==> config.mk <==
export PLATFORM = sky130hd
export DESIGN_NAME = limb_link_top
export DESIGN_NICKNAME = d
export VERILOG_FILES = /design/src/rtl/limb_types_pkg.sv /design/src/rtl/spi_link_pkg.sv /design/src/rtl/length_playback.sv /design/src/rtl/limb_link_top.sv /design/src/rtl/link_frame_combine.sv /design/src/rtl/spi_length_tx.sv /design/src/rtl/spi_rate_rx.sv
export VERILOG_INCLUDE_DIRS = /design/src /design/src/rtl
export SDC_FILE = /design/constraint.sdc
export NUM_CORES = 1
export LEC_CHECK = 0
export ABC_AREA = 1
export BUFFER_PORTS_ARGS = -buffer_cell sky130_fd_sc_hd__buf_2
export CORE_MARGIN = 2
export CORE_UTILIZATION = 35
export DETAILED_ROUTE_END_ITERATION = 6
export GPL_ROUTABILITY_DRIVEN = 0
export REMOVE_ABC_BUFFERS = 1
export SLEW_MARGIN = 5
export SYNTH_ARGS = -nofsm -noshare
export SYNTH_HDL_FRONTEND = slang
export SYNTH_HIERARCHICAL = 1
export SYNTH_SLANG_ARGS = --single-unit
==> constraint.sdc <==
create_clock -name ep50trig -period 7.15 [get_ports ep50trig]
set_input_delay 0.715 -clock ep50trig [delete_from_list [all_inputs] [get_ports ep50trig]]
set_output_delay 0.715 -clock ep50trig [all_outputs]
set_load 0.05 [all_outputs]
==> src/rtl/limb_link_cfg.svh <==
`ifndef LIMB_LINK_CFG_SVH
`define LIMB_LINK_CFG_SVH

//////////////////////////////////////////////////////////////////////
// data widths
//////////////////////////////////////////////////////////////////////

// one muscle-length sample or one Ia rate word
`define LIMB_SAMPLE_W 32

// host delivers samples in halves of this width
`define LIMB_HALF_W 16

//////////////////////////////////////////////////////////////////////
// playback and link timing
//////////////////////////////////////////////////////////////////////

// playback memory entries
`define LIMB_DEPTH 16

// clocks per half sck period
`define LIMB_SPI_DIV 4

// tick period and tick index width
`define LIMB_TICK_W 16

// tick period after reset, in clocks
`define LIMB_TICK_DEFAULT 400

`endif

==> src/rtl/limb_types_pkg.sv <==
`include "limb_link_cfg.svh"

package limb_types_pkg;

    //////////////////////////////////////////////////////////////////////
    // scalar words on the limb link
    //////////////////////////////////////////////////////////////////////

    // muscle length, raw 32-bit word from host
    typedef logic [`LIMB_SAMPLE_W-1:0] length_t;

    // Ia firing rate from spindle board
    typedef logic [`LIMB_SAMPLE_W-1:0] rate_t;

    // running simulation tick number
    typedef logic [`LIMB_TICK_W-1:0] tick_idx_t;

    //////////////////////////////////////////////////////////////////////
    // per-tick frame
    //////////////////////////////////////////////////////////////////////

    // msb first: length, rate, tick index, received word count
    typedef struct packed
    {
        length_t    length;
        rate_t      rate;
        tick_idx_t  tick_index;
        // wraps at 8 bits
        logic [7:0] rx_count;
    } link_frame_t;

endpackage

==> src/rtl/spi_link_pkg.sv <==
package spi_link_pkg;

    //////////////////////////////////////////////////////////////////////
    // spi pin bundle
    //////////////////////////////////////////////////////////////////////

    // three wires per direction, no miso on this link
    typedef struct packed
    {
        logic sck;
        logic mosi;
        // active low select
        logic ssel;
    } spi_bus_t;

    // bus at rest, clock low and slave deselected
    localparam spi_bus_t SPI_IDLE = '{
        sck:  1'b0,
        mosi: 1'b0,
        ssel: 1'b1
    };

endpackage

==> src/rtl/length_playback.sv <==
`timescale 1ns/1ps
`include "limb_link_cfg.svh"

module length_playback
(
    input  logic                        ep50trig,
    input  logic                        reset_global,
    input  logic                        reset_sim,
    input  logic                        host_write,
    input  logic [`LIMB_HALF_W-1:0]     host_half,
    input  logic                        tick_load,
    input  logic [`LIMB_TICK_W-1:0]     tick_period,
    output logic                        tick,
    output limb_types_pkg::length_t     cur_length
);
    import limb_types_pkg::*;

    localparam int PTR_W = $clog2(`LIMB_DEPTH);
    localparam logic [PTR_W:0] DEPTH_CNT = `LIMB_DEPTH;
    localparam logic [`LIMB_TICK_W-1:0] TICK_DEFAULT = `LIMB_TICK_DEFAULT;

    // host side
    logic                       half_pending;
    logic [`LIMB_HALF_W-1:0]    low_half;
    logic [PTR_W:0]             wr_count;
    logic                       mem_we;
    length_t                    sample_mem [`LIMB_DEPTH];

    // replay side
    logic [`LIMB_TICK_W-1:0]    period_q;
    logic [`LIMB_TICK_W-1:0]    tick_cnt;
    logic                       count_end;
    logic [PTR_W-1:0]           rd_ptr;
    logic [PTR_W:0]             rd_next;

    //////////////////////////////////////////////////////////////////////
    // host writes, low half then high half
    //////////////////////////////////////////////////////////////////////

    // second half completes a sample, dropped once memory is full
    assign mem_we = host_write & half_pending & (wr_count < DEPTH_CNT);

    always_ff @(posedge ep50trig or posedge reset_global)
    begin
        if (reset_global)
        begin
            half_pending <= 1'b0;
            wr_count     <= '0;
        end
        else if (host_write)
        begin
            half_pending <= ~half_pending;
            if (mem_we)
                wr_count <= wr_count + 1'b1;
        end
    end

    always_ff @(posedge ep50trig)
    begin
        if (host_write & ~half_pending)
            low_half <= host_half;
        if (mem_we)
            sample_mem[wr_count[PTR_W-1:0]] <= {host_half, low_half};
    end

    //////////////////////////////////////////////////////////////////////
    // simulation tick and replay pointer
    //////////////////////////////////////////////////////////////////////

    // new period only used at the next reload
    always_ff @(posedge ep50trig or posedge reset_global)
    begin
        if (reset_global)
            period_q <= TICK_DEFAULT;
        else if (tick_load)
            period_q <= tick_period;
    end

    assign count_end = (tick_cnt == '0);
    assign rd_next   = {1'b0, rd_ptr} + 1'b1;

    always_ff @(posedge ep50trig or posedge reset_global)
    begin
        if (reset_global)
        begin
            tick_cnt   <= TICK_DEFAULT - 1'b1;
            tick       <= 1'b0;
            rd_ptr     <= '0;
            cur_length <= '0;
        end
        else if (reset_sim)
        begin
            // restart replay, samples stay
            tick_cnt <= period_q - 1'b1;
            tick     <= 1'b0;
            rd_ptr   <= '0;
        end
        else
        begin
            tick <= count_end;
            if (count_end)
            begin
                tick_cnt <= period_q - 1'b1;
                // nothing stored yet
                if (wr_count == '0)
                    cur_length <= '0;
                else
                begin
                    cur_length <= sample_mem[rd_ptr];
                    // wrap at stored count, not at depth
                    rd_ptr <= (rd_next == wr_count) ? '0 : rd_next[PTR_W-1:0];
                end
            end
            else
                tick_cnt <= tick_cnt - 1'b1;
        end
    end

    // tick must stay a single-cycle strobe for tx and combiner
    tick_single_cycle: assert property (
        @(posedge ep50trig) disable iff (reset_global) tick |=> !tick
    ) else $error("length_playback: tick high on two consecutive cycles");

endmodule

==> src/rtl/limb_link_top.sv <==
`timescale 1ns/1ps
`include "limb_link_cfg.svh"

module limb_link_top
(
    input  logic                            ep50trig,
    input  logic                            reset_global,
    input  logic                            reset_sim,
    input  logic                            host_write,
    input  logic [`LIMB_HALF_W-1:0]         host_half,
    input  logic                            tick_load,
    input  logic [`LIMB_TICK_W-1:0]         tick_period,
    input  spi_link_pkg::spi_bus_t          rate_bus,
    output spi_link_pkg::spi_bus_t          length_bus,
    output limb_types_pkg::link_frame_t     frame,
    output logic                            frame_valid
);
    import limb_types_pkg::*;

    logic       tick;
    length_t    cur_length;
    rate_t      rx_word;
    logic       rx_done;

    //////////////////////////////////////////////////////////////////////
    // stimulus replay and outgoing length link
    //////////////////////////////////////////////////////////////////////

    length_playback u_playback
    (
        .ep50trig     (ep50trig),
        .reset_global (reset_global),
        .reset_sim    (reset_sim),
        .host_write   (host_write),
        .host_half    (host_half),
        .tick_load    (tick_load),
        .tick_period  (tick_period),
        .tick         (tick),
        .cur_length   (cur_length)
    );

    spi_length_tx u_length_tx
    (
        .ep50trig     (ep50trig),
        .reset_global (reset_global),
        .tick         (tick),
        .cur_length   (cur_length),
        .length_bus   (length_bus)
    );

    // Ia rate from the spindle board
    spi_rate_rx u_rate_rx
    (
        .ep50trig     (ep50trig),
        .reset_global (reset_global),
        .rate_bus     (rate_bus),
        .rx_word      (rx_word),
        .rx_done      (rx_done)
    );

    link_frame_combine u_combine
    (
        .ep50trig     (ep50trig),
        .reset_global (reset_global),
        .reset_sim    (reset_sim),
        .tick         (tick),
        .cur_length   (cur_length),
        .rx_word      (rx_word),
        .rx_done      (rx_done),
        .frame        (frame),
        .frame_valid  (frame_valid)
    );

endmodule

==> src/rtl/link_frame_combine.sv <==
`timescale 1ns/1ps

module link_frame_combine
(
    input  logic                            ep50trig,
    input  logic                            reset_global,
    input  logic                            reset_sim,
    input  logic                            tick,
    input  limb_types_pkg::length_t         cur_length,
    input  limb_types_pkg::rate_t           rx_word,
    input  logic                            rx_done,
    output limb_types_pkg::link_frame_t     frame,
    output logic                            frame_valid
);
    import limb_types_pkg::*;

    rate_t      held_rate;
    logic [7:0] rx_count;
    tick_idx_t  tick_idx;

    // word landing on the tick cycle still counts for that tick
    rate_t      rate_now;
    logic [7:0] count_now;

    assign rate_now  = rx_done ? rx_word : held_rate;
    assign count_now = rx_done ? rx_count + 1'b1 : rx_count;

    //////////////////////////////////////////////////////////////////////
    // latest rate and per-tick frame
    //////////////////////////////////////////////////////////////////////

    always_ff @(posedge ep50trig or posedge reset_global)
    begin
        if (reset_global)
        begin
            held_rate   <= '0;
            rx_count    <= '0;
            tick_idx    <= '0;
            frame       <= '0;
            frame_valid <= 1'b0;
        end
        else if (reset_sim)
        begin
            held_rate   <= '0;
            rx_count    <= '0;
            tick_idx    <= '0;
            frame_valid <= 1'b0;
        end
        else
        begin
            held_rate   <= rate_now;
            rx_count    <= count_now;
            frame_valid <= tick;
            if (tick)
            begin
                frame    <= '{length: cur_length, rate: rate_now,
                              tick_index: tick_idx, rx_count: count_now};
                tick_idx <= tick_idx + 1'b1;
            end
        end
    end

endmodule

==> src/rtl/spi_length_tx.sv <==
`timescale 1ns/1ps
`include "limb_link_cfg.svh"

module spi_length_tx
(
    input  logic                        ep50trig,
    input  logic                        reset_global,
    input  logic                        tick,
    input  limb_types_pkg::length_t     cur_length,
    output spi_link_pkg::spi_bus_t      length_bus
);
    import limb_types_pkg::*;
    import spi_link_pkg::*;

    localparam int DIV_W = $clog2(`LIMB_SPI_DIV + 1);
    localparam logic [DIV_W-1:0] DIV_LAST = `LIMB_SPI_DIV - 1;
    // 2 half periods per bit
    localparam logic [5:0] HALF_LAST = 2 * `LIMB_SAMPLE_W - 1;

    logic               busy;
    // trailing half period before ssel rises
    logic               tail;
    logic [DIV_W-1:0]   div_cnt;
    logic [5:0]         half_cnt;
    length_t            shreg;

    //////////////////////////////////////////////////////////////////////
    // spi master, mode 0, msb first
    //////////////////////////////////////////////////////////////////////

    always_ff @(posedge ep50trig or posedge reset_global)
    begin
        if (reset_global)
        begin
            busy       <= 1'b0;
            tail       <= 1'b0;
            div_cnt    <= '0;
            half_cnt   <= '0;
            length_bus <= SPI_IDLE;
        end
        else if (!busy)
        begin
            // start frame, first bit ready before first rise
            if (tick)
            begin
                busy            <= 1'b1;
                tail            <= 1'b0;
                div_cnt         <= '0;
                half_cnt        <= '0;
                length_bus.ssel <= 1'b0;
                length_bus.sck  <= 1'b0;
                length_bus.mosi <= cur_length[`LIMB_SAMPLE_W-1];
            end
        end
        else if (div_cnt == DIV_LAST)
        begin
            div_cnt <= '0;
            if (tail)
            begin
                busy            <= 1'b0;
                tail            <= 1'b0;
                length_bus.ssel <= 1'b1;
            end
            else
            begin
                length_bus.sck <= ~length_bus.sck;
                // falling edge, present next bit
                if (length_bus.sck)
                    length_bus.mosi <= shreg[`LIMB_SAMPLE_W-2];
                if (half_cnt == HALF_LAST)
                    tail <= 1'b1;
                half_cnt <= half_cnt + 1'b1;
            end
        end
        else
            div_cnt <= div_cnt + 1'b1;
    end

    // payload shifter, zeros shift in so mosi idles low
    always_ff @(posedge ep50trig)
    begin
        if (!busy && tick)
            shreg <= cur_length;
        else if (busy && !tail && div_cnt == DIV_LAST && length_bus.sck)
            shreg <= {shreg[`LIMB_SAMPLE_W-2:0], 1'b0};
    end

    // tick period too short for one frame
    no_tick_while_busy: assert property (
        @(posedge ep50trig) disable iff (reset_global) tick |-> !busy
    ) else $error("spi_length_tx: tick dropped, frame still in progress");

endmodule

==> src/rtl/spi_rate_rx.sv <==
`timescale 1ns/1ps
`include "limb_link_cfg.svh"

module spi_rate_rx
(
    input  logic                        ep50trig,
    input  logic                        reset_global,
    input  spi_link_pkg::spi_bus_t      rate_bus,
    output limb_types_pkg::rate_t       rx_word,
    output logic                        rx_done
);
    import limb_types_pkg::*;
    import spi_link_pkg::*;

    localparam logic [5:0] LAST_BIT = `LIMB_SAMPLE_W - 1;

    // two-flop synchronizer, then one more stage for edge detect
    spi_bus_t   bus_meta;
    spi_bus_t   bus_sync;
    spi_bus_t   bus_prev;

    logic       sck_rise;
    logic       shift_en;
    logic       word_end;
    logic [5:0] bit_cnt;
    rate_t      shreg;

    //////////////////////////////////////////////////////////////////////
    // synchronize peer pins
    //////////////////////////////////////////////////////////////////////

    always_ff @(posedge ep50trig or posedge reset_global)
    begin
        if (reset_global)
        begin
            bus_meta <= SPI_IDLE;
            bus_sync <= SPI_IDLE;
            bus_prev <= SPI_IDLE;
        end
        else
        begin
            bus_meta <= rate_bus;
            bus_sync <= bus_meta;
            bus_prev <= bus_sync;
        end
    end

    assign sck_rise = bus_sync.sck & ~bus_prev.sck;
    assign shift_en = sck_rise & ~bus_sync.ssel;
    assign word_end = shift_en & (bit_cnt == LAST_BIT);

    //////////////////////////////////////////////////////////////////////
    // bit count and word strobe
    //////////////////////////////////////////////////////////////////////

    always_ff @(posedge ep50trig or posedge reset_global)
    begin
        if (reset_global)
        begin
            bit_cnt <= '0;
            rx_done <= 1'b0;
        end
        else
        begin
            rx_done <= word_end;
            // deselect drops a partial word
            if (bus_sync.ssel || word_end)
                bit_cnt <= '0;
            else if (shift_en)
                bit_cnt <= bit_cnt + 1'b1;
        end
    end

    // msb arrives first
    always_ff @(posedge ep50trig)
    begin
        if (bus_sync.ssel)
            shreg <= '0;
        else if (shift_en)
            shreg <= {shreg[`LIMB_SAMPLE_W-2:0], bus_sync.mosi};
        if (word_end)
            rx_word <= {shreg[`LIMB_SAMPLE_W-2:0], bus_sync.mosi};
    end

    // word strobe only inside a selected frame
    done_inside_frame: assert property (
        @(posedge ep50trig) disable iff (reset_global) rx_done |-> !bus_sync.ssel
    ) else $error("spi_rate_rx: rx_done outside an active frame");

endmodule

# After elaboration in Yosys (flattened, before gate mapping)
# Memory sizes are Yosys's and may differ from the RTL's.
# Index checks and enable logic that the tools add are counted.
dict set report totals {
  elab_cells 131
  regBits 358
  latchBits 0
  memories 1
  inputBits 40
  out_inout_bits 92
  romBits 0
  ramBits 512
}
dict set report classes {
  n_eq_ne 9
  n_shift 0
  n_reduce_logical 22
  add_sub_neg 9
  mux 43
  n_mul 0
  bitwise_logic 11
  div_mod_pow 0
  order_cmp 1
}
# name depth width rd rd_ports_with_merged_regs wr line_no
set mem_list {}
lappend mem_list {u_playback.sample_mem 16 32 1 0 1 length_playback.sv:27} ;# length_t sample_mem [`LIMB_DEPTH];
# cell n
set op_table {}
lappend op_table {{$mux W32} 3}
lappend op_table {{$mux W16} 4}
lappend op_table {{$mux W31} 2}
lappend op_table {{$mux W6} 6}
lappend op_table {{$sub A16 B1 Y16 const B} 2}
lappend op_table {{$mux W3} 6}
lappend op_table {{$add A16 B1 Y16 const B} 1}
lappend op_table {{$logic_not A16 Y1} 1}
lappend op_table {{$mux W4} 4}
lappend op_table {{$mux W8} 2}
lappend op_table {{$mux W1} 15}
lappend op_table {{$add A6 B1 Y6 const B} 2}
lappend op_table {{$reduce_and A2 Y1} 5}
lappend op_table {{$reduce_bool A2 Y1} 5}
lappend op_table {{$add A8 B1 Y8 const B} 1}
lappend op_table {{$ne A2 B2 Y1 const B} 4}
lappend op_table {{$and A1 B1 Y1} 6}
lappend op_table {{$eq A6 B5 Y1 const B} 1}
lappend op_table {{$eq A6 B6 Y1 const B} 1}
lappend op_table {{$reduce_and A3 Y1} 2}
lappend op_table {{$add A4 B1 Y5 const B} 1}
lappend op_table {{$add A5 B1 Y5 const B} 1}
lappend op_table {{$eq A5 B5 Y1} 1}
lappend op_table {{$logic_not A5 Y1} 1}
lappend op_table {{10 further kinds} 18}

# Logic depth before layout (Yosys ltp)
# Gate-level depths: netlist of run 1.
dict set report depth {
  depth_word 6
  ltp_mapped 12
  ltp_nobuf 11
}

# By module
# Netlist of run 1, hierarchy kept.
# module seq_area_each_um2 area_each_um2 instances cells_each
set modules_own_cells {}
lappend modules_own_cells {length_playback 17743.3 25021.5 1 2305}
lappend modules_own_cells {link_frame_combine 3628.5 5786.8 1 606}
lappend modules_own_cells {spi_rate_rx 1934.4 2487.4 1 195}
lappend modules_own_cells {spi_length_tx 1282.5 2075.7 1 217}

# Worst setup path after synthesis of run 1
# No wires, ideal clock.
dict set report synth_timing {
  path_kind {input-to-reg}
  start {in host_write}
  end {mem u_playback/sample_mem[11][0] (netlist bit), enable pin}
  path_stages 4
  t_arrival_ns 2.477
  setup_slack_ns 4.252
  cell_sequence {nand3_1 inv_1 nand2_1 nor2_1}
}
dict set report synth_via {
  elab_chain_len 4
}
# element line_no
set synth_lines {}
lappend synth_lines {{from (decl)} limb_link_top.sv:9} ;# input logic host_write,
lappend synth_lines {{$and A1 B1 Y1 (2 in a row)} length_playback.sv:41} ;# assign mem_we = host_write & half_pending & (wr_count < DEPTH_CNT);
lappend synth_lines {{$mux W1} length_playback.sv:62} ;# if (mem_we)
lappend synth_lines {{$mux W1 (implied by the code)} length_playback.sv:63} ;# sample_mem[wr_count[PTR_W-1:0]] <= {host_half, low_half};
lappend synth_lines {{to (decl)} length_playback.sv:27}
# Every way passes these cells.

# Worst setup path in the final report of run 1
dict set report layout_timing {
  start {reg u_playback.rd_ptr[0]}
  end {reg u_playback.cur_length[6]}
}
dict set report layout_via {
  elab_chain_len 2
}
# element line_no
set layout_lines {}
lappend layout_lines {{from (decl)} length_playback.sv:33} ;# logic [PTR_W-1:0] rd_ptr;
lappend layout_lines {{from (signal assigned)} length_playback.sv:111} ;# rd_ptr <= (rd_next == wr_count) ? '0 : rd_next[PTR_W-1:0];
lappend layout_lines {{$mem_v2 Z16 W32} --}
lappend layout_lines {{$mux W32} length_playback.sv:105} ;# if (wr_count == '0)
lappend layout_lines {{to (signal assigned)} length_playback.sv:109} ;# cur_length <= sample_mem[rd_ptr];
lappend layout_lines {{to (decl)} length_playback.sv:14} ;# output limb_types_pkg::length_t cur_length
# Every way passes these cells.
# A chain may end at the register's enable or synchronous reset.

==> flow_metrics.env, run 1 <==
export IMPL_start_kind="flop"
export IMPL_worst_path_max_delay_cell="buf_4"
export IMPL_postCtsSetupBuffers=0
export IMPL_synthesis_area_mm2=0.03537
export IMPL_maxSlewViolCount=0
export IMPL_p_total_uw=10740
export IMPL_ys_top_cells_by_area="edfxtp_1, dfrtp_1, nand2_1"
export IMPL_clk_transition_reported_paths_ns=0.06
export IMPL_fin_ws_ns=3.856
export IMPL_rows=116
export IMPL_peakVddDrop_uv=196.2
export IMPL_clock_root_buffer="clkbuf_16"
export IMPL_register_area_mm2=0.02459
export IMPL_dieArea_mm2=0.1036
export IMPL_fillers=9630
export IMPL_initial_utilization_pct=35.32
export IMPL_worst_ep_arrival_time_ns=3.87
export IMPL_cts_tree="built"
export IMPL_drt_initial_drc_count=1724
export IMPL_max_stage_delay_ns=0.85
export IMPL_ctsHoldBuffers=0
export IMPL_path_common_cell="nand2_1"
export IMPL_power_per_cell_area_mw_per_mm2=267.7
export IMPL_rsz0062_at_grt="no"
export IMPL_leakagePower_uw=0.01651
export IMPL_critPathKind="flop to flop"
export IMPL_dr_pass1_iters=5
export IMPL_drv_cap=0
export IMPL_cts_resized=0
export IMPL_drive_gt1_share_pct=10.84
export IMPL_via_per_inst=4.778
export IMPL_hold_class="primary input to asynchronous set/reset pin"
export IMPL_yosysMostFrequentCell="nand2_1"
export IMPL_syn_instance_count=3323
export IMPL_timing_fmax_mhz=303.6
export IMPL_status="complete, no violations"
export IMPL_tns_ns=0
export IMPL_synthTopCellsByCount="nand2_1, edfxtp_1, nor2_1"
export IMPL_cts_htree_levels=3
export IMPL_io_buffer_count=131
export IMPL_grt_max_degree=130
export IMPL_track_usage_pct=15.83
export IMPL_grt_pass1_vias=21761
export IMPL_grt_pass1_wl_um=127700
export IMPL_ys_flop_type="edfxtp_1"
export IMPL_synth_largest_area_cell="edfxtp_1"
export IMPL_crit_chain="buf_4, buf_4, nand2_1, nand3_1, nand2_1, nor2_1, nand2_1, nand2_1, nand2_1, nand2_1"
export IMPL_async_reset_ff_share_pct=28.51
export IMPL_die_h_um=321.9
export IMPL_drc=0
export IMPL_io_pins=132
export IMPL_preCtsSetupSlack_ns=3.857
export IMPL_endpoint_kind="flop"
export IMPL_yosysWarningCount=6
export IMPL_path_buf_inv=2
export IMPL_period_minus_slack_ns=3.294
export IMPL_cts_buffers=92
export IMPL_clk_insertion_delay_late_ns=0.64
export IMPL_antenna_found_initial=2
export IMPL_worstPathMaxFanout=85
export IMPL_synth_top_area_share_pct=50.17
export IMPL_cts_sinks=870
export IMPL_nets=3483
export IMPL_area_growth_pct=13.48
export IMPL_wire_per_inst_um=17.16
export IMPL_syn_avg_cell_area_um2=10.64
export IMPL_dp_hpwl_um=46830
export IMPL_fin_crit_sh_pct=46.07
export IMPL_final_setup_viol_count=0
export IMPL_vias=22965
export IMPL_finalHoldViolCount=0
export IMPL_drt_wl_total_um=82470
export IMPL_ys_ff_latch=870
export IMPL_multi_input_area_mm2=0.009328
export IMPL_required_ns=7.72
export IMPL_cp_top_family="buffers and inverters"
export IMPL_synth_cell_types=42
export IMPL_slew_headroom_pct=17.94
export IMPL_clockBufferDepth=3
export IMPL_yosysSeqAreaShare_pct=69.52
export IMPL_grt_ovfl_total=0
export IMPL_ant_nets=0
export IMPL_die_width_um=321.9
export IMPL_core_area_mm2=0.1001
export IMPL_tightest_slew_ns=1.228
export IMPL_fin_util_pct=40.08
export IMPL_skew_ns=0.02078
export IMPL_synth_edf_count=591
routing by layer:
layer / vias up / wire (µm) / GRT usage (%)
li1: 11193 / - / -
met1: 11139 / 37350 / 21.72
met2: 526 / 39270 / 26.34
met3: 107 / 4181 / 2.433
met4: 0 / 1665 / 3.811
met5: - / 0 / 0
report_power, final:
part	internal, µW	switching (µW)
combinational	129	347
clock	2660	1900
sequential	5580	134
total	8370	2380
worst paths after layout:
| kind | from | slack (ns) | endpoint | cells past startpoint |
|---|---|---|---|---|
| max reg2reg | u_playback/rd_ptr[0]$_DFFE_PP0P_ | 3.86 | u_playback/cur_length[6]$_DFFE_PP0P_ | 10 |
| min in group ep50trig | rate_bus[0] | 0.21 | u_rate_rx/bus_meta[0]$_DFF_PP1_ | 1 |
| max | u_playback/rd_ptr[0]$_DFFE_PP0P_ | 3.86 | u_playback/cur_length[6]$_DFFE_PP0P_ | 10 |
| min | reset_global | 0.21 | u_rate_rx/bus_meta[1]$_DFF_PP0_ | 2 |
| min reg2reg | u_rate_rx/bus_meta[2]$_DFF_PP0_ | 0.35 | u_rate_rx/bus_sync[2]$_DFF_PP0_ | 0 |
| max in group asynchronous | reset_global | 5.47 | u_combine/frame[51]$_DFFE_PP0P_ | 3 |
registers in the layout (all words and copies together), names as in the netlist, 5 cells and up:
| register | cells |
|---|---|
| u_rate_rx/shreg | 31 |
| u_playback/sample_mem | 512 |
| u_length_tx/shreg | 31 |
| u_playback/wr_count | 5 |
| u_playback/period_q | 16 |
| u_combine/rx_count | 8 |
| u_rate_rx/bit_cnt | 6 |
| u_playback/cur_length | 32 |
| u_playback/tick_cnt | 16 |
| u_combine/frame | 88 |
| u_rate_rx/rx_word | 32 |
| u_combine/held_rate | 32 |
| u_playback/low_half | 16 |
| u_length_tx/half_cnt | 6 |
| u_combine/tick_idx | 16 |
cells in the final DEF (no fill, tap or decap), types with 57 or more instances in the layout:
cell / instances
nand2_1: 1175
buf_2: 131
nor2_1: 289
edfxtp_1: 591
nand3_1: 298
inv_1: 188
clkbuf_16: 94
o21ai_1: 70
o21ai_0: 57
dfrtp_1: 233
final cells by class:
type                       instances  share of cell area [%]
tap                             1298                   4.046
sequential                       870                   61.27
inverter                         202                   1.942
clock buffer                     131                   6.431
antenna                            2                 0.01247
clock inverter                    39                  0.7855
multi-input combinational       2099                   23.24
timing repair buffer             165                   2.269
through the flow:
stage / hold WS [ns] / area (µm²) / instances
floorplan: 0.3312 / 34550 / 3171
finish: 0.2121 / 40140 / 4806
global placement: 0.3342 / 37240 / 4634
detailed placement: 0.3347 / 37240 / 4634
global route: 0.1729 / 40140 / 4805
CTS: 0.1817 / 40130 / 4804
logic make-up (layout without fill, tap and decap cells):
group / Yosys count / after routing / synth area share, %
muxes: 34 / 34 / 0.9657
xor gates and xnor gates: 28 / 28 / 0.6933
AOI/OAI and AO/OA: 178 / 178 / 2.717
DFF: 870 / 870 / 69.52
adders and majority gates: 13 / 13 / 0.4599
buffers and inverters: 354 / 537 / 4.475
other: 0 / 2 / 0
and+or+nand+nor: 1846 / 1846 / 21.17
No activity file was read; power rests on OpenSTA's default activity.
==> run 2: changes to the inputs <==
- ABC_AREA: 1 -> 0
- clock period: 7.15 -> 2.65 ns (I/O delays scaled with it)
==> run 2 against run 1 <==
Final cell count down 23%. Critical path type unchanged. Critical endpoint is now u_playback/cur_length[3]$_DFFE_PP0P_. Highest routed layer unchanged. Die area shrank 4.7%. Power grew to 2.8 times the previous value. Non-clock buffer count rose by 81.
==> flow_metrics.env, run 2 <==
export IMPL_tightest_slew_ns=1.039
export IMPL_initial_utilization_pct=35.42
export IMPL_fillers=8455
export IMPL_ys_top_cells_by_area="edfxtp_1, dfrtp_1, mux4_2"
export IMPL_drt_wl_total_um=77960
export IMPL_drt_initial_drc_count=1699
export IMPL_critPathKind="flop to flop"
export IMPL_vias=18803
export IMPL_largest_register_ffs=512
export IMPL_postCtsSetupBuffers=0
export IMPL_drv_cap=0
export IMPL_wire_per_inst_um=21.14
export IMPL_via_per_inst=5.100
export IMPL_peakVddDrop_uv=416.6
export IMPL_cts_tree="built"
export IMPL_cts_buffers=91
export IMPL_period_minus_slack_ns=2.479
export IMPL_io_pins=132
export IMPL_synth_largest_area_cell="edfxtp_1"
export IMPL_dr_pass1_iters=5
export IMPL_max_stage_delay_ns=0.56
export IMPL_worstPathMaxFanout=20
export IMPL_cts_resized=0
export IMPL_fin_crit_sh_pct=93.55
export IMPL_required_ns=3.22
export IMPL_clk_transition_reported_paths_ns=0.06
export IMPL_grt_max_degree=131
export IMPL_dieArea_mm2=0.09878
export IMPL_synth_cell_types=59
export IMPL_drc=0
export IMPL_track_usage_pct=15.89
export IMPL_antenna_found_initial=0
export IMPL_rsz0062_at_grt="no"
export IMPL_yosysWarningCount=6
export IMPL_clock_root_buffer="clkbuf_16"
export IMPL_worst_ep_arrival_time_ns=3.05
export IMPL_skew_ns=0.03402
export IMPL_dp_hpwl_um=45070
export IMPL_synth_edf_count=591
export IMPL_synthesis_area_mm2=0.03370
export IMPL_layout_commonest_cell="edfxtp_1"
export IMPL_syn_instance_count=2120
export IMPL_dpl_cell_area_mm2=0.03648
export IMPL_start_kind="flop"
export IMPL_design_area_mm2=0.03986
export IMPL_final_setup_viol_count=0
export IMPL_synthTopCellsByCount="edfxtp_1, nand2_1, dfrtp_1"
export IMPL_finalHoldViolCount=0
export IMPL_die_h_um=314.3
export IMPL_grt_ovfl_total=0
export IMPL_slew_headroom_pct=30.71
export IMPL_cts_sinks=870
export IMPL_yosysMostFrequentCell="edfxtp_1"
export IMPL_worst_path_max_delay_cell="or4_4"
export IMPL_status="complete, no violations"
export IMPL_clk_insertion_delay_late_ns=0.66
export IMPL_fin_ws_ns=0.1710
export IMPL_cts_htree_levels=3
export IMPL_clockBufferDepth=3
export IMPL_n_antenna_cell=0
export IMPL_grt_pass1_vias=19327
export IMPL_crit_chain="or4_4, or4_4, nor4_4, buf_12, buf_12, a22o_1"
export IMPL_core_area_mm2=0.09515
export IMPL_layout_common_cells="edfxtp_1, nand2_1, dfrtp_1"
export IMPL_ys_ff_latch=870
export IMPL_grt_pass1_wl_um=119400
export IMPL_maxSlewViolCount=0
export IMPL_io_buffer_count=131
export IMPL_endpoint_kind="flop"
export IMPL_syn_avg_cell_area_um2=15.90
export IMPL_preCtsSetupSlack_ns=0.1926
export IMPL_hold_class="primary input to flop"
export IMPL_die_width_um=314.3
export IMPL_timing_fmax_mhz=403.4
export IMPL_yosysSeqAreaShare_pct=72.96
export IMPL_rows=113
export IMPL_async_reset_ff_share_pct=28.51
export IMPL_tns_ns=0
export IMPL_synth_top_area_share_pct=52.66
export IMPL_ys_flop_type="edfxtp_1"
export IMPL_ant_nets=0
export IMPL_leakagePower_uw=0.01434
export IMPL_power_per_cell_area_mw_per_mm2=767.8
export IMPL_area_growth_pct=18.27
export IMPL_nets=2397
export IMPL_drive_gt1_share_pct=22.38
[run 2: changes by cell type after synthesis, moves of 26 or more]
cell	previous run	this run
a211oi_1	1	33
a21oi_1	12	75
a22o_1	0	32
buf_2	77	36
clkbuf_1	30	56
inv_1	190	19
mux2i_1	33	76
mux4_2	0	128
nand2_1	1175	376
nand3_1	298	18
nor2_1	306	92
nor2b_1	0	38
o21ai_1	70	1
o22ai_1	29	0
[run 2: kinds of logic (layout without fill, tap and decap cells)]
family	count (synthesis)	in the layout	share of synthesized area (%)
simple gates	610	610	7.990
mux	222	222	11.42
buf+inv	134	436	1.734
compound gates	216	216	3.976
xor+xnor	55	55	1.429
flops	870	870	72.96
fa+ha+maj	13	13	0.4827
[run 2: stage by stage]
stage	hold slack, ns	utilization [%]	power, µW	std cells
after floorplan	0.1528	-	17110	2005
after global placement	0.3347	38.34	18010	3479
after detailed placement	0.3371	38.34	18130	3479
after CTS	0.01109	41.89	30930	3687
after global routing	0.03261	41.89	31720	3687
final	0.03988	41.89	30600	3687
[run 2: worst paths after layout]
path / start / endpoint / slack, ns / cells after the start
max: u_playback/tick_cnt[4]$_DFF_PP0_ / u_playback/cur_length[3]$_DFFE_PP0P_ / 0.17 / 6
min: host_half[3] / u_playback/sample_mem[11][19]$_DFFE_PP_ / 0.04 / 1
max reg2reg: u_playback/tick_cnt[4]$_DFF_PP0_ / u_playback/cur_length[3]$_DFFE_PP0P_ / 0.17 / 6
min reg2reg: u_rate_rx/bus_meta[2]$_DFF_PP0_ / u_rate_rx/bus_sync[2]$_DFF_PP0_ / 0.35 / 0
max in group asynchronous: reset_global / u_combine/tick_idx[5]$_DFFE_PP0P_ / 1.51 / 4
min in group asynchronous: reset_global / u_length_tx/length_bus[1]$_DFFE_PP0P_ / 0.31 / 3
[run 2: cell type report]
cell class | instances | area, µm² | area share [%]
Inverter | 19 | 77.57 | 0.1946
Timing Repair Buffer | 246 | 1912 | 4.797
Clock inverter | 36 | 420.4 | 1.055
Sequential cell | 870 | 24600 | 61.73
Multi-Input combinational cell | 1116 | 8676 | 21.77
Tap cell | 1265 | 1583 | 3.971
Clock buffer | 135 | 2585 | 6.486
[run 2: critical path: cells and delay by family (launching register included)]
| family | cells | cell delay (ns) |
|---|---|---|
| AO/OA/AOI/OAI | 1 | 0.16 |
| AND/OR/NAND/NOR | 3 | 1.38 |
| flip-flops | 1 | 0.43 |
| buffers and inverters | 2 | 0.41 |
[run 2: what timing repair did]
| action | 4_1_cts | 5_1_grt |
|---|---|---|
| endpoints found under the hold margin | 362 | 0 |
| hold buffers | 37 | 0 |
| endpoints found under the setup margin | 0 | 0 |
[run 2: layer usage]
layer,up-vias,global-route usage (%),routed length (µm)
li1,8374,-,-
met1,9755,22.39,34760
met2,564,25.94,37320
met3,110,2.510,4395
met4,0,3.773,1492
met5,-,0,0
[run 2: where the power goes]
part / internal [µW] / switching [µW]
clock: 7490 / 5240
sequential: 15400 / 510
combinational: 633 / 1310
total: 23500 / 7060
==> run 3: changes to the inputs <==
- ABC_AREA: 0 -> 1
==> run 3 against run 2 <==
Core utilization down 0.94 points. Largest cell class unchanged. Sequential power down 3%. Design area increased by 2.9%. Global-route usage grew 0.29 points. Critical path depth up 2. Routed wire length up 8.4%. Critical endpoint is now u_playback/cur_length[2]$_DFFE_PP0P_. First-iteration DRC count is 17% higher. Power is 4.3% lower. Via count rose by 24%. Largest power group unchanged. Worst hold slack worse by 0.0032 ns.
==> flow_metrics.env, run 3 (synthesis results as in run 1) <==
export IMPL_ff2ff_setup_slack_ns=0.48
export IMPL_grt_max_degree=146
export IMPL_initial_utilization_pct=35.32
export IMPL_grt_ovfl_total=0
export IMPL_min_delay_start="host_half[12]"
export IMPL_status="complete, no violations"
export IMPL_final_setup_viol_count=0
export IMPL_ant_nets=0
export IMPL_io_buffer_count=131
export IMPL_nets=3550
export IMPL_vias=23365
export IMPL_postCtsSetupBuffers=0
export IMPL_min_delay_worst_endpoint="u_playback/low_half[12]$_DFFE_PP_"
export IMPL_cts_tree="built"
export IMPL_reg2regPathDepth=8
export IMPL_cts_resized=0
export IMPL_die_width_um=321.9
export IMPL_power_per_cell_area_mw_per_mm2=713.9
export IMPL_layout_commonest_cell="nand2_1"
export IMPL_hold_depth=1
export IMPL_worst_ep_arrival_time_ns=2.74
export IMPL_p_clk_share_pct=42.8
export IMPL_p_switching_uw=6510
export IMPL_drive_gt1_share_pct=11.89
export IMPL_path_common_cell="nand2_1"
export IMPL_crit_chain="nor2_2, nand2_1, nor2_1, nand3_1, nor2_2, buf_4, nand2_1, nand2_1"
export IMPL_dp_hpwl_um=49780
export IMPL_slew_headroom_pct=48.35
export IMPL_required_ns=3.22
export IMPL_drt_initial_drc_count=1994
export IMPL_cp_top_family="simple AND/OR/NAND/NOR gates"
export IMPL_fillers=9564
export IMPL_worstPathMaxFanout=21
export IMPL_holdWs_ns=0.03665
export IMPL_hold_class="primary input to flop"
export IMPL_start_kind="flop"
export IMPL_fin_ws_ns=0.4766
export IMPL_rsz0062_at_grt="no"
export IMPL_die_h_um=321.9
export IMPL_sw_frac_of_total_pct=22.24
export IMPL_ctsHoldBuffers=24
export IMPL_dr_pass1_iters=5
export IMPL_peakVddDrop_uv=565.4
export IMPL_skew_ns=0.01774
export IMPL_p_comb_share_pct=4.6
export IMPL_cts_sinks=870
export IMPL_preCtsSetupSlack_ns=0.4902
export IMPL_max_stage_delay_ns=0.51
export IMPL_grt_pass1_vias=22309
export IMPL_wire_per_inst_um=17.35
export IMPL_fin_crit_sh_pct=82.02
export IMPL_cts_buffers=93
export IMPL_cts_htree_levels=3
export IMPL_multi_input_area_mm2=0.009323
export IMPL_timing_fmax_mhz=460.1
export IMPL_io_pins=132
export IMPL_register_area_mm2=0.02459
export IMPL_drt_wl_total_um=84520
export IMPL_p_total_uw=29270
export IMPL_clock_root_buffer="clkbuf_16"
export IMPL_grt_pass1_wl_um=130300
export IMPL_rows=116
export IMPL_clk_transition_reported_paths_ns=0.06
export IMPL_seqPwrFrac_pct=52.6
export IMPL_worstReg2RegStart="u_playback/tick_cnt[4]$_DFF_PP0_"
export IMPL_worst_path_max_delay_cell="nor2_2"
export IMPL_track_usage_pct=16.19
export IMPL_clockBufferDepth=3
export IMPL_drc=0
export IMPL_p_int_uw=22760
export IMPL_dieArea_mm2=0.1036
export IMPL_path_buf_inv=1
export IMPL_critPathKind="flop to flop"
export IMPL_finalHoldViolCount=0
export IMPL_core_area_mm2=0.1001
export IMPL_area_growth_pct=15.92
export IMPL_tightest_slew_ns=0.7747
export IMPL_period_minus_slack_ns=2.173
export IMPL_largest_register_ffs=512
export IMPL_via_per_inst=4.796
export IMPL_drv_cap=0
export IMPL_n_antenna_cell=0
export IMPL_endpoint_kind="flop"
export IMPL_layout_common_cells="nand2_1, edfxtp_1, nand3_1"
export IMPL_maxSlewViolCount=0
export IMPL_leakagePower_uw=0.01693
export IMPL_antenna_found_initial=1
export IMPL_reg2reg_to="u_playback/cur_length[2]$_DFFE_PP0P_"
export IMPL_clk_insertion_delay_late_ns=0.63
run 3: cell types whose count changed in the layout (fill, tap and decap cells not counted), moves of 35 or more:
cell	previous run	this run
mux4_2	128	0
nor2b_1	35	0
nor2_1	80	289
o21ai_1	1	70
inv_1	16	188
nand2_1	376	1175
nand3_1	18	298
a21oi_1	74	12
mux2i_1	76	33
run 3: power by group through the flow:
| stage | clock (µW) | sequential, µW | combinational, µW |
|---|---|---|---|
| final | 12500 | 15400 | 1330 |
| after global routing | 13300 | 15500 | 1500 |
| after CTS | 12800 | 15400 | 1360 |
| after detailed placement | 0 | 15700 | 1330 |
| after global placement | 0 | 15700 | 1310 |
| after floorplan | 0 | 15800 | 691 |
run 3: layout make-up:
type	instances	share of cell area (%)
repair buffers	231	4.217
well taps	1298	3.961
flip-flops and latches	870	59.98
clock inverters	48	0.9185
clock buffers	124	6.286
multi-input cells	2099	22.74
inverters	202	1.895
run 3: worst max-delay path by stage:
stage	startpoint	endpoint	slack (ns)	cells past startpoint
after floorplan	u_playback/rd_ptr[0]$_DFFE_PP0P_	u_playback/cur_length[10]$_DFFE_PP0P_	-6.41	8
after global placement	u_playback/tick_cnt[0]$_DFF_PP1_	u_playback/cur_length[4]$_DFFE_PP0P_	0.53	9
after detailed placement	u_playback/tick_cnt[4]$_DFF_PP0_	u_playback/cur_length[11]$_DFFE_PP0P_	0.49	8
after CTS	u_playback/tick_cnt[0]$_DFF_PP1_	u_playback/cur_length[2]$_DFFE_PP0P_	0.46	9
after global routing	u_playback/tick_cnt[10]$_DFF_PP0_	u_playback/cur_length[0]$_DFFE_PP0P_	0.30	8
final	u_playback/tick_cnt[4]$_DFF_PP0_	u_playback/cur_length[2]$_DFFE_PP0P_	0.48	8
run 3: per-stage QoR:
| step | cell area [µm²] | util [%] | std cells | TNS [ns] |
|---|---|---|---|---|
| 3_3_place_gp | 37810 | 37.75 | 4676 | 0 |
| 3_5_place_dp | 37810 | 37.75 | 4676 | 0 |
| 4_1_cts | 41000 | 40.94 | 4872 | 0 |
| 6_report | 41000 | 40.94 | 4872 | 0 |
| 5_1_grt | 41000 | 40.94 | 4872 | 0 |
| 2_1_floorplan | 34550 | - | 3171 | -443.97 |
run 3: worst reg2reg max path: stages, from the launching register on:
cell and delay, ns:
dfrtp_1 0.41, nor2_2 0.20, nand2_1 0.09, nor2_1 0.16
nand3_1 0.13, nor2_2 0.51, buf_4 0.43, nand2_1 0.12
nand2_1 0.07
run 3: layer usage:
metal / share of wire, % / vias to the layer above / global-route usage [%]
met1: 44 / 11311 / 21.82
met2: 48 / 578 / 27.07
li1: - / 11339 / -
met3: 5.6 / 137 / 2.697
met5: 0 / - / 0
met4: 2.2 / 0 / 4.268
